===== src/cpu_pkg.sv =====
// ISA widths, word and index types, opcode encoding, link register and reset address
package cpu_pkg;

    localparam int data_w  = 16;
    localparam int instr_w = 16;
    localparam int reg_w   = 4;
    localparam int pc_w    = 12;

    typedef logic [data_w-1:0]  word_t;
    typedef logic [instr_w-1:0] instr_t;
    typedef logic [reg_w-1:0]   reg_idx_t;
    // instruction address, counted in words
    typedef logic [pc_w-1:0]    pc_t;

    // instruction layout is op[15:12] rd[11:8] rs[7:4] rt[3:0]
    typedef enum logic [3:0] {
        op_nop  = 4'd0,
        op_add  = 4'd1,
        op_sub  = 4'd2,
        op_and  = 4'd3,
        op_or   = 4'd4,
        op_addi = 4'd5,
        op_ldi  = 4'd6,
        op_lw   = 4'd7,
        op_sw   = 4'd8,
        op_call = 4'd9,
        op_ret  = 4'd10,
        op_halt = 4'd11
    } opcode_t;

    // call writes its return address here, ret jumps through it
    localparam reg_idx_t link_reg = 4'd15;
    localparam pc_t      reset_pc = '0;

endpackage


===== src/bus_pkg.sv =====
// Wishbone data-memory widths and address/data types
package bus_pkg;

    localparam int wb_adr_w = 16;
    localparam int wb_dat_w = 16;
    localparam int wb_sel_w = 2;

    // word address into data memory
    typedef logic [wb_adr_w-1:0] wb_adr_t;
    typedef logic [wb_dat_w-1:0] wb_dat_t;

endpackage


===== src/hazard_unit.sv =====
// hazard FSM for decode-stage data stalls and call/return fetch holds
`timescale 1ns/1ps

module hazard_unit (
    input  logic              clk,
    input  logic              rst,
    input  cpu_pkg::reg_idx_t id_rs,
    input  cpu_pkg::reg_idx_t id_rt,
    input  cpu_pkg::reg_idx_t id_rd,
    input  logic              id_uses_rs,
    input  logic              id_uses_rt,
    input  logic              id_uses_rd,
    input  logic              id_is_call,
    input  logic              id_is_ret,
    input  cpu_pkg::reg_idx_t ex_rd,
    input  cpu_pkg::reg_idx_t mem_rd,
    input  cpu_pkg::reg_idx_t wb_rd,
    input  logic              ex_wr,
    input  logic              mem_wr,
    input  logic              wb_wr,
    input  logic              pc_update,
    output logic              data_hazard,
    output logic              pc_hazard
);

    typedef enum logic {
        st_run,
        st_wait_pc
    } state_t;

    state_t state;
    logic   rs_hit;
    logic   rt_hit;
    logic   rd_hit;

    // a source is pending while any later stage still has to write it
    assign rs_hit = id_uses_rs && (id_rs != '0) &&
                    ((ex_wr && id_rs == ex_rd) || (mem_wr && id_rs == mem_rd) ||
                     (wb_wr && id_rs == wb_rd));
    assign rt_hit = id_uses_rt && (id_rt != '0) &&
                    ((ex_wr && id_rt == ex_rd) || (mem_wr && id_rt == mem_rd) ||
                     (wb_wr && id_rt == wb_rd));
    assign rd_hit = id_uses_rd && (id_rd != '0) &&
                    ((ex_wr && id_rd == ex_rd) || (mem_wr && id_rd == mem_rd) ||
                     (wb_wr && id_rd == wb_rd));

    assign data_hazard = (state == st_run) && (rs_hit || rt_hit || rd_hit);
    assign pc_hazard   = (state == st_wait_pc);

    always_ff @(posedge clk) begin
        if (rst) begin
            state <= st_run;
        end else begin
            case (state)
                st_run: begin
                    // a ret still waiting on r15 must not leave decode yet
                    if ((id_is_call || id_is_ret) && !data_hazard) begin
                        state <= st_wait_pc;
                    end
                end
                st_wait_pc: begin
                    if (pc_update) begin
                        state <= st_run;
                    end
                end
                default: state <= st_run;
            endcase
        end
    end

endmodule


===== src/pc_counter.sv =====
// program counter with sequential fetch, stall and halt hold, redirect load
`timescale 1ns/1ps

module pc_counter (
    input  logic         clk,
    input  logic         rst,
    input  logic         data_hazard,
    input  logic         pc_hazard,
    input  logic         mem_busy,
    input  logic         halted,
    input  logic         pc_update,
    input  cpu_pkg::pc_t redirect_pc,
    output cpu_pkg::pc_t pc
);

    logic fetch_hold;

    assign fetch_hold = data_hazard || pc_hazard || mem_busy;

    always_ff @(posedge clk) begin
        if (rst) begin
            pc <= cpu_pkg::reset_pc;
        end else if (pc_update) begin
            // resolved call or return target wins over any hold
            pc <= redirect_pc;
        end else if (!fetch_hold && !halted) begin
            pc <= pc + cpu_pkg::pc_t'(1);
        end
    end

endmodule


===== src/reg_file.sv =====
// 16x16 register file, three combinational reads, one write, r0 tied to zero
`timescale 1ns/1ps

module reg_file (
    input  logic              clk,
    input  cpu_pkg::reg_idx_t rs_idx,
    input  cpu_pkg::reg_idx_t rt_idx,
    input  cpu_pkg::reg_idx_t rd_idx,
    output cpu_pkg::word_t    rs_val,
    output cpu_pkg::word_t    rt_val,
    output cpu_pkg::word_t    rd_val,
    input  logic              wr_en,
    input  cpu_pkg::reg_idx_t wr_idx,
    input  cpu_pkg::word_t    wr_data
);

    // r0 has no storage
    cpu_pkg::word_t regs [1:15];

    assign rs_val = (rs_idx == '0) ? '0 : regs[rs_idx];
    assign rt_val = (rt_idx == '0) ? '0 : regs[rt_idx];
    // rd port feeds store data
    assign rd_val = (rd_idx == '0) ? '0 : regs[rd_idx];

    // no write-through, a reader sees the value one cycle after writeback
    always_ff @(posedge clk) begin
        if (wr_en && wr_idx != '0) begin
            regs[wr_idx] <= wr_data;
        end
    end

endmodule


===== src/decode_stage.sv =====
// IF/ID register, instruction field decode, source-use flags and ID/EX register
`timescale 1ns/1ps

module decode_stage (
    input  logic              clk,
    input  logic              rst,
    input  cpu_pkg::instr_t   imem_data,
    input  cpu_pkg::pc_t      pc,
    input  logic              data_hazard,
    input  logic              pc_hazard,
    input  logic              mem_busy,
    output cpu_pkg::reg_idx_t id_rs,
    output cpu_pkg::reg_idx_t id_rt,
    output cpu_pkg::reg_idx_t id_rd,
    output logic              id_uses_rs,
    output logic              id_uses_rt,
    output logic              id_uses_rd,
    output logic              id_is_call,
    output logic              id_is_ret,
    input  cpu_pkg::word_t    rs_val,
    input  cpu_pkg::word_t    rt_val,
    input  cpu_pkg::word_t    rd_val,
    output cpu_pkg::opcode_t  ex_op,
    output cpu_pkg::word_t    ex_a,
    output cpu_pkg::word_t    ex_b,
    output cpu_pkg::word_t    ex_store,
    output logic [11:0]       ex_imm,
    output cpu_pkg::pc_t      ex_link_pc,
    output cpu_pkg::reg_idx_t ex_rd,
    output logic              ex_wr
);

    cpu_pkg::instr_t  if_instr;
    cpu_pkg::pc_t     if_pc;
    logic             if_valid;
    logic             id_valid;
    cpu_pkg::opcode_t id_op;
    logic             writes_rd;
    logic [11:0]      id_imm;

    // IF/ID, held on a data stall, emptied while a redirect is pending
    always_ff @(posedge clk) begin
        if (rst) begin
            if_valid <= 1'b0;
        end else if (!mem_busy && !data_hazard) begin
            if_valid <= !pc_hazard;
        end
    end

    always_ff @(posedge clk) begin
        if (!mem_busy && !data_hazard) begin
            if_instr <= imem_data;
            if_pc    <= pc;
        end
    end

    // whatever sits in decode behind a call or ret is on the wrong path
    assign id_valid = if_valid && !pc_hazard;
    assign id_op    = cpu_pkg::opcode_t'(if_instr[15:12]);
    assign id_rd    = if_instr[11:8];
    assign id_rt    = if_instr[3:0];
    assign id_rs    = (id_op == cpu_pkg::op_ret) ? cpu_pkg::link_reg : if_instr[7:4];

    // only report a call/ret in the cycle it can actually move on
    assign id_is_call = id_valid && !mem_busy && (id_op == cpu_pkg::op_call);
    assign id_is_ret  = id_valid && !mem_busy && (id_op == cpu_pkg::op_ret);

    always_comb begin
        id_uses_rs = 1'b0;
        id_uses_rt = 1'b0;
        id_uses_rd = 1'b0;
        writes_rd  = 1'b0;
        id_imm     = {8'h00, if_instr[3:0]};
        if (id_valid) begin
            case (id_op)
                cpu_pkg::op_add, cpu_pkg::op_sub, cpu_pkg::op_and, cpu_pkg::op_or: begin
                    id_uses_rs = 1'b1;
                    id_uses_rt = 1'b1;
                    writes_rd  = 1'b1;
                end
                cpu_pkg::op_addi, cpu_pkg::op_lw: begin
                    id_uses_rs = 1'b1;
                    writes_rd  = 1'b1;
                end
                cpu_pkg::op_ldi: begin
                    writes_rd = 1'b1;
                    id_imm    = {4'h0, if_instr[7:0]};
                end
                cpu_pkg::op_sw: begin
                    // rd names the register being stored
                    id_uses_rs = 1'b1;
                    id_uses_rd = 1'b1;
                end
                cpu_pkg::op_call: begin
                    writes_rd = 1'b1;
                    id_imm    = if_instr[11:0];
                end
                cpu_pkg::op_ret: begin
                    id_uses_rs = 1'b1;
                end
                default: ;
            endcase
        end
    end

    // ID/EX, a bubble goes in on a stall or an empty slot
    always_ff @(posedge clk) begin
        if (rst) begin
            ex_op <= cpu_pkg::op_nop;
            ex_wr <= 1'b0;
        end else if (!mem_busy) begin
            if (id_valid && !data_hazard) begin
                ex_op <= id_op;
                ex_wr <= writes_rd;
            end else begin
                ex_op <= cpu_pkg::op_nop;
                ex_wr <= 1'b0;
            end
        end
    end

    always_ff @(posedge clk) begin
        if (!mem_busy) begin
            ex_a       <= rs_val;
            ex_b       <= rt_val;
            ex_store   <= rd_val;
            ex_imm     <= id_imm;
            ex_link_pc <= if_pc + cpu_pkg::pc_t'(1);
            ex_rd      <= (id_op == cpu_pkg::op_call) ? cpu_pkg::link_reg : id_rd;
        end
    end

endmodule


===== src/exec_stage.sv =====
// ALU, load/store address, call/return target and EX/MEM register
`timescale 1ns/1ps

module exec_stage (
    input  logic              clk,
    input  logic              rst,
    input  logic              mem_busy,
    input  cpu_pkg::opcode_t  ex_op,
    input  cpu_pkg::word_t    ex_a,
    input  cpu_pkg::word_t    ex_b,
    input  cpu_pkg::word_t    ex_store,
    input  logic [11:0]       ex_imm,
    input  cpu_pkg::pc_t      ex_link_pc,
    input  cpu_pkg::reg_idx_t ex_rd,
    input  logic              ex_wr,
    output logic              pc_update,
    output cpu_pkg::pc_t      redirect_pc,
    output cpu_pkg::opcode_t  mem_op,
    output cpu_pkg::word_t    mem_result,
    output cpu_pkg::word_t    mem_store,
    output cpu_pkg::reg_idx_t mem_rd,
    output logic              mem_wr
);

    cpu_pkg::word_t imm_ext;
    cpu_pkg::word_t alu_res;
    logic           is_jump;

    assign imm_ext = {4'h0, ex_imm};
    assign is_jump = (ex_op == cpu_pkg::op_call) || (ex_op == cpu_pkg::op_ret);

    always_comb begin
        case (ex_op)
            cpu_pkg::op_add:  alu_res = ex_a + ex_b;
            cpu_pkg::op_sub:  alu_res = ex_a - ex_b;
            cpu_pkg::op_and:  alu_res = ex_a & ex_b;
            cpu_pkg::op_or:   alu_res = ex_a | ex_b;
            // addi, lw and sw all use rs plus the unsigned rt field
            cpu_pkg::op_addi, cpu_pkg::op_lw, cpu_pkg::op_sw: alu_res = ex_a + imm_ext;
            cpu_pkg::op_ldi:  alu_res = imm_ext;
            // return address, written to r15
            cpu_pkg::op_call: alu_res = {4'h0, ex_link_pc};
            default:          alu_res = '0;
        endcase
    end

    // pc_update is high only while the call or ret sits in MEM
    always_ff @(posedge clk) begin
        if (rst) begin
            mem_op    <= cpu_pkg::op_nop;
            mem_wr    <= 1'b0;
            pc_update <= 1'b0;
        end else if (!mem_busy) begin
            mem_op    <= ex_op;
            mem_wr    <= ex_wr;
            pc_update <= is_jump;
        end
    end

    always_ff @(posedge clk) begin
        if (!mem_busy) begin
            mem_result  <= alu_res;
            mem_store   <= ex_store;
            mem_rd      <= ex_rd;
            redirect_pc <= (ex_op == cpu_pkg::op_ret) ? ex_a[11:0] : ex_imm;
        end
    end

endmodule


===== src/mem_stage.sv =====
// Wishbone classic master for loads and stores, MEM/WB register and halt latch
`timescale 1ns/1ps

module mem_stage (
    input  logic                        clk,
    input  logic                        rst,
    input  cpu_pkg::opcode_t            mem_op,
    input  cpu_pkg::word_t              mem_result,
    input  cpu_pkg::word_t              mem_store,
    input  cpu_pkg::reg_idx_t           mem_rd,
    input  logic                        mem_wr,
    output logic                        wb_cyc,
    output logic                        wb_stb,
    output logic                        wb_we,
    output bus_pkg::wb_adr_t            wb_adr,
    output bus_pkg::wb_dat_t            wb_dat_o,
    output logic [bus_pkg::wb_sel_w-1:0] wb_sel,
    input  bus_pkg::wb_dat_t            wb_dat_i,
    input  logic                        wb_ack,
    output logic                        mem_busy,
    output cpu_pkg::reg_idx_t           wb_rd,
    output logic                        wb_wr,
    output cpu_pkg::word_t              wb_data,
    output logic                        halted
);

    logic cyc_q;
    logic is_load;
    logic mem_req;

    assign is_load = (mem_op == cpu_pkg::op_lw);
    // nothing behind a halt may reach the bus
    assign mem_req = (is_load || mem_op == cpu_pkg::op_sw) && !halted;

    // stays busy from the cycle the access enters MEM until ack
    assign mem_busy = mem_req && !(cyc_q && wb_ack);

    // EX/MEM is frozen while busy, so these hold until ack
    assign wb_cyc   = cyc_q;
    assign wb_stb   = cyc_q;
    assign wb_we    = (mem_op == cpu_pkg::op_sw);
    assign wb_adr   = bus_pkg::wb_adr_t'(mem_result);
    assign wb_dat_o = bus_pkg::wb_dat_t'(mem_store);
    assign wb_sel   = '1;

    // cyc drops in the cycle after ack, so transfers never run back to back
    always_ff @(posedge clk) begin
        if (rst) begin
            cyc_q <= 1'b0;
        end else if (cyc_q && wb_ack) begin
            cyc_q <= 1'b0;
        end else if (mem_req) begin
            cyc_q <= 1'b1;
        end
    end

    // MEM/WB, a waiting access leaves a bubble in writeback
    always_ff @(posedge clk) begin
        if (rst) begin
            wb_wr  <= 1'b0;
            halted <= 1'b0;
        end else begin
            wb_wr <= mem_wr && !mem_busy && !halted;
            if (mem_op == cpu_pkg::op_halt) begin
                halted <= 1'b1;
            end
        end
    end

    always_ff @(posedge clk) begin
        if (!mem_busy) begin
            wb_rd   <= mem_rd;
            wb_data <= is_load ? cpu_pkg::word_t'(wb_dat_i) : mem_result;
        end
    end

endmodule


===== src/pipe_core.sv =====
// top level of the five-stage core, stage and hazard unit interconnect
`timescale 1ns/1ps

module pipe_core (
    input  logic                        clk,
    input  logic                        rst,
    output cpu_pkg::pc_t                imem_addr,
    input  cpu_pkg::instr_t             imem_data,
    output logic                        wb_cyc,
    output logic                        wb_stb,
    output logic                        wb_we,
    output bus_pkg::wb_adr_t            wb_adr,
    output bus_pkg::wb_dat_t            wb_dat_o,
    output logic [bus_pkg::wb_sel_w-1:0] wb_sel,
    input  bus_pkg::wb_dat_t            wb_dat_i,
    input  logic                        wb_ack,
    output logic                        halted
);

    // stall and redirect control
    logic data_hazard;
    logic pc_hazard;
    logic mem_busy;
    logic pc_update;
    cpu_pkg::pc_t redirect_pc;

    // decode to hazard unit and register file
    cpu_pkg::reg_idx_t id_rs;
    cpu_pkg::reg_idx_t id_rt;
    cpu_pkg::reg_idx_t id_rd;
    logic id_uses_rs;
    logic id_uses_rt;
    logic id_uses_rd;
    logic id_is_call;
    logic id_is_ret;
    cpu_pkg::word_t rs_val;
    cpu_pkg::word_t rt_val;
    cpu_pkg::word_t rd_val;

    // ID/EX
    cpu_pkg::opcode_t ex_op;
    cpu_pkg::word_t ex_a;
    cpu_pkg::word_t ex_b;
    cpu_pkg::word_t ex_store;
    logic [11:0] ex_imm;
    cpu_pkg::pc_t ex_link_pc;
    cpu_pkg::reg_idx_t ex_rd;
    logic ex_wr;

    // EX/MEM
    cpu_pkg::opcode_t mem_op;
    cpu_pkg::word_t mem_result;
    cpu_pkg::word_t mem_store;
    cpu_pkg::reg_idx_t mem_rd;
    logic mem_wr;

    // MEM/WB write port
    cpu_pkg::reg_idx_t wb_rd;
    logic wb_wr;
    cpu_pkg::word_t wb_data;

    // fetch address goes straight to the instruction port
    pc_counter u_pc_counter (
        .pc(imem_addr),
        .*
    );

    decode_stage u_decode_stage (
        .pc(imem_addr),
        .*
    );

    reg_file u_reg_file (
        .clk(clk),
        .rs_idx(id_rs),
        .rt_idx(id_rt),
        .rd_idx(id_rd),
        .rs_val(rs_val),
        .rt_val(rt_val),
        .rd_val(rd_val),
        .wr_en(wb_wr),
        .wr_idx(wb_rd),
        .wr_data(wb_data)
    );

    hazard_unit u_hazard_unit (.*);

    exec_stage u_exec_stage (.*);

    mem_stage u_mem_stage (.*);

endmodule


===== config.mk =====
export PLATFORM = sky130hd
export DESIGN_NAME = pipe_core
export DESIGN_NICKNAME = d
export VERILOG_FILES = /design/src/cpu_pkg.sv /design/src/bus_pkg.sv /design/src/hazard_unit.sv /design/src/pc_counter.sv /design/src/reg_file.sv /design/src/decode_stage.sv /design/src/exec_stage.sv /design/src/mem_stage.sv /design/src/pipe_core.sv
export SDC_FILE = /design/constraint.sdc
export NUM_CORES = 1
export LEC_CHECK = 0
export BUFFER_PORTS_ARGS = -buffer_cell sky130_fd_sc_hd__buf_2
export CAP_MARGIN = 20
export CORE_MARGIN = 10
export CORE_UTILIZATION = 62
export DETAILED_ROUTE_END_ITERATION = 16
export HOLD_SLACK_MARGIN = 0.03
export PLACE_DENSITY = 0.9
export SETUP_SLACK_MARGIN = 0.02
export SLEW_MARGIN = 30
export SYNTH_ARGS = -nofsm -noshare
export SYNTH_HDL_FRONTEND = slang
export SYNTH_HIERARCHICAL = 1
export SYNTH_SLANG_ARGS = --single-unit

===== constraint.sdc =====
create_clock -name clk -period 5.1 [get_ports clk]
set_input_delay 1.02 -clock clk [delete_from_list [all_inputs] [get_ports clk]]
set_output_delay 1.02 -clock clk [all_outputs]
set_load 0.05 [all_outputs]

==> impl_metrics.ini <==
[timing]
grt_setup_unrepaired = false
period_needed_ns = 4.07
drv_slew = 0
hold_viol = 0
whs_ns = 0.413
skew_ns = 0.0161
setup_violations = 0
tightestPinTransition_ns = 0.967
fin_crit_sh = 0.798
slew_headroom = 0.355
worst_slack_ns = 1.03
fmax_ghz = 0.246
setup_tns_ns = 0

[floorplan]
dieArea_um2 = 45700
core_area_um2 = 36900
start_util = 0.632
die_h_um = 214
die_w_um = 214
num_rows = 70
io_pins = 85

[power_and_ir_drop]
p_total_w = 0.00978
irDropWorstVdd_uv = 275
powerDensity_nw_per_um2 = 388
clockPowerShare = 0.329
internal_power_w = 0.00691
combPwrFrac = 0.171
p_leak_nw = 9.41
power.share.sequential = 0.500
swShare = 0.293
p_sw_w = 0.00287

[setup_path]
critPathRequiredTime_ns = 5.38
rr_endpoint = u_exec_stage/mem_result[12]$_DFFE_PN_
endpoint_kind = flop
cp_max_fo = 14
r2r_start = u_decode_stage/ex_op[0]$_SDFFE_PP0N_
critPathArrivalTime_ns = 4.35
regToRegSetupSlack_ns = 1.03
path_class = flop to flop
reg2reg_depth = 13
start_kind = flop

[yosys]
yosys-top-cells-area = edfxtp_1 (53%), mux2i_1 (11%), mux4_2 (4.6%)
synth_area_um2 = 23300
ys_seq_area_frac = 0.555
synth.distinct_cells = 85
yosysTopAreaCell = edfxtp_1
syn_inst = 1743
ys_ff_latch = 440
synth_top_cell_area_share = 0.531
yosys_warnings = 6
synth_area_per_cell_um2 = 13.4
synth_edf_count = 412
async_reset_ff_frac = 0
ys.flop_type = edfxtp_1

[placed_design]
pre_cts_slack_ns = 1.21
port_buffers = 82
dp.final_hpwl_um = 42500
routabilityCongestion = 0.969
dp_cells = 2224

[cts]
clk_latency_ns = 0.56
cts_root_buf = clkbuf_16
post_cts_buffers = 0
post_cts_resized = 0
cts_tree = yes
cts_hold_buf = 0
clockBufferDepth = 3
path_clk_slew_ns = 0.06
cts_made_buffers = 44
cts_sinks = 440
htreeDepth = 2

[detailed_routing]
vias_per_cell = 7.20
routed_wl_um = 65700
drc = 0
dr.pass1.iters = 10
num_vias = 16608
antenna_left = 0
drt-initial-drc-count = 2513
wl_per_cell_um = 28.5

[status]
status = finished, final reports clean

[worst_hold_path]
whs_path_depth = 0
min_to = u_exec_stage/mem_store[2]$_DFFE_PN_
min_path_type = flop to flop
worstHoldStart = u_decode_stage/ex_store[2]$_DFFE_PN_

[layout]
syn_to_final_growth_pct = 8.11
drive_gt1_frac = 0.179
stdcell_count = 2307
num-nets-final = 1823
n_antenna_cell = 0

[global_route]
grt_overflow_total = 0
grt_pass1_wl_um = 98300
grt_use_total = 0.285
grt_pass1_vias = 16017
grt_max_degree = 54
antenna_found_initial = 1

[flow_run]
cap_violations = 0
-- power by group through the flow --
stage | Combinational (W) | Clock [W] | Sequential [W]
after floorplan | 0.00133 | 0 | 0.00473
after global placement | 0.00160 | 0 | 0.00491
after detailed placement | 0.00162 | 0 | 0.00493
after CTS | 0.00164 | 0.00324 | 0.00486
after global routing | 0.00177 | 0.00339 | 0.00492
final | 0.00167 | 0.00322 | 0.00489
-- cell families after synthesis --
family                     share of synthesized area
muxes                                          0.168
DFF                                            0.555
other                                       0.000161
adders and majority gates                     0.0116
and+or+nand+nor                               0.0681
buffers and inverters                         0.0502
xor gates and xnor gates                      0.0248
AOI/OAI and AO/OA                              0.122
-- worst max-delay path, cell delays in order (launching register included) --
cell       delay (ns)
dfxtp_1          0.42
nor4b_2          0.53
a21o_2           0.34
nand2_1          0.09
o21ai_0          0.08
ha_1             0.23
inv_1            0.07
fa_1             0.40
nand2b_1         0.19
a21oi_1          0.23
o21ai_0          0.20
a2111oi_0        0.73
o31a_1           0.23
o31ai_1          0.06
-- registers in the layout, summed over array words and instances (netlist names), 4 cells and up --
| signal | flops |
|---|---|
| u_decode_stage/ex_a | 16 |
| u_decode_stage/ex_b | 16 |
| u_decode_stage/ex_imm | 12 |
| u_decode_stage/ex_link_pc | 12 |
| u_decode_stage/ex_op | 4 |
| u_decode_stage/ex_rd | 4 |
| u_decode_stage/ex_store | 16 |
| u_decode_stage/if_instr | 16 |
| u_decode_stage/if_pc | 12 |
| u_exec_stage/mem_op | 4 |
| u_exec_stage/mem_rd | 4 |
| u_exec_stage/mem_result | 16 |
| u_exec_stage/mem_store | 16 |
| u_exec_stage/redirect_pc | 12 |
| u_mem_stage/wb_data | 16 |
| u_mem_stage/wb_rd | 4 |
| u_pc_counter/pc | 12 |
| u_reg_file/regs | 240 |
-- metal layers --
| metal | GRT usage | routed length, um | vias to the layer above |
|---|---|---|---|
| li1 | - | - | 6914 |
| met1 | 0.358 | 22600 | 8033 |
| met2 | 0.468 | 31200 | 1393 |
| met3 | 0.0637 | 8720 | 266 |
| met4 | 0.119 | 3090 | 2 |
| met5 | 0 | 12 | - |
-- worst max-delay path by stage --
| stage | start | end | slack [ns] | cells past startpoint |
|---|---|---|---|---|
| 2_1_floorplan | u_decode_stage/if_instr[13]$_DFFE_PP_ | u_decode_stage/if_instr[0]$_DFFE_PP_ | 1.39 | 9 |
| 3_3_place_gp | u_decode_stage/ex_b[1]$_DFFE_PN_ | u_exec_stage/mem_result[12]$_DFFE_PN_ | 1.21 | 13 |
| 3_5_place_dp | u_decode_stage/ex_b[0]$_DFFE_PN_ | u_exec_stage/mem_result[12]$_DFFE_PN_ | 1.21 | 13 |
| 4_1_cts | u_decode_stage/ex_op[0]$_SDFFE_PP0N_ | u_exec_stage/mem_result[12]$_DFFE_PN_ | 1.20 | 13 |
| 5_1_grt | u_decode_stage/ex_b[0]$_DFFE_PN_ | u_exec_stage/mem_result[12]$_DFFE_PN_ | 0.84 | 13 |
| 6_report | u_decode_stage/ex_op[0]$_SDFFE_PP0N_ | u_exec_stage/mem_result[12]$_DFFE_PN_ | 1.03 | 13 |
-- per-stage QoR --
stage / cell area, um2 / utilization
after global routing: 25200 / 0.683
after global placement: 23800 / 0.644
final: 25200 / 0.683
after floorplan: 23300 / -
after detailed placement: 23800 / 0.644
after CTS: 25200 / 0.683
-- cell usage after synthesis, drive strengths merged (34+ instances only) --
master and count:
mux4 48, buf 114, a21oi 39, clkbuf 41, a211oi 50, mux2i 249, o22ai 50, nor2 95
edfxtp 412, inv 37, o21ai 75, a22oi 56, o211ai 53, nand2 34
-- area by class of cell --
type | count | area [um2]
clock buffer | 57 | 1200
clock inverter | 25 | 234
fill | 2343 | 11700
inverter | 37 | 139
multi-input combinational | 1111 | 9270
sequential | 440 | 12900
tap | 504 | 631
timing repair buffer | 133 | 801
-- cells in the final DEF, fill, tap and decap left out, types with 12 or more instances in the layout --
| cell | n |
|---|---|
| nand2_1 | 34 |
| mux4_2 | 48 |
| nor4_1 | 14 |
| buf_2 | 82 |
| ha_1 | 20 |
| nor2_1 | 93 |
| dfxtp_1 | 28 |
| o22ai_1 | 50 |
| clkinv_2 | 12 |
| mux2i_1 | 249 |
| nand3_1 | 24 |
| mux2_2 | 18 |
| xnor2_1 | 33 |
| edfxtp_1 | 412 |
| o21ai_0 | 42 |
| a222oi_1 | 15 |
| o211ai_1 | 53 |
| o21ai_1 | 33 |
| nor3_1 | 13 |
| a211oi_1 | 50 |
| a21o_1 | 12 |
| buf_4 | 49 |
| inv_1 | 35 |
| o21a_1 | 12 |
| xor2_1 | 33 |
| a21oi_1 | 37 |
| and2_1 | 17 |
| a22oi_1 | 56 |
| clkbuf_16 | 46 |
No activity file was read; power rests on OpenSTA's default activity.
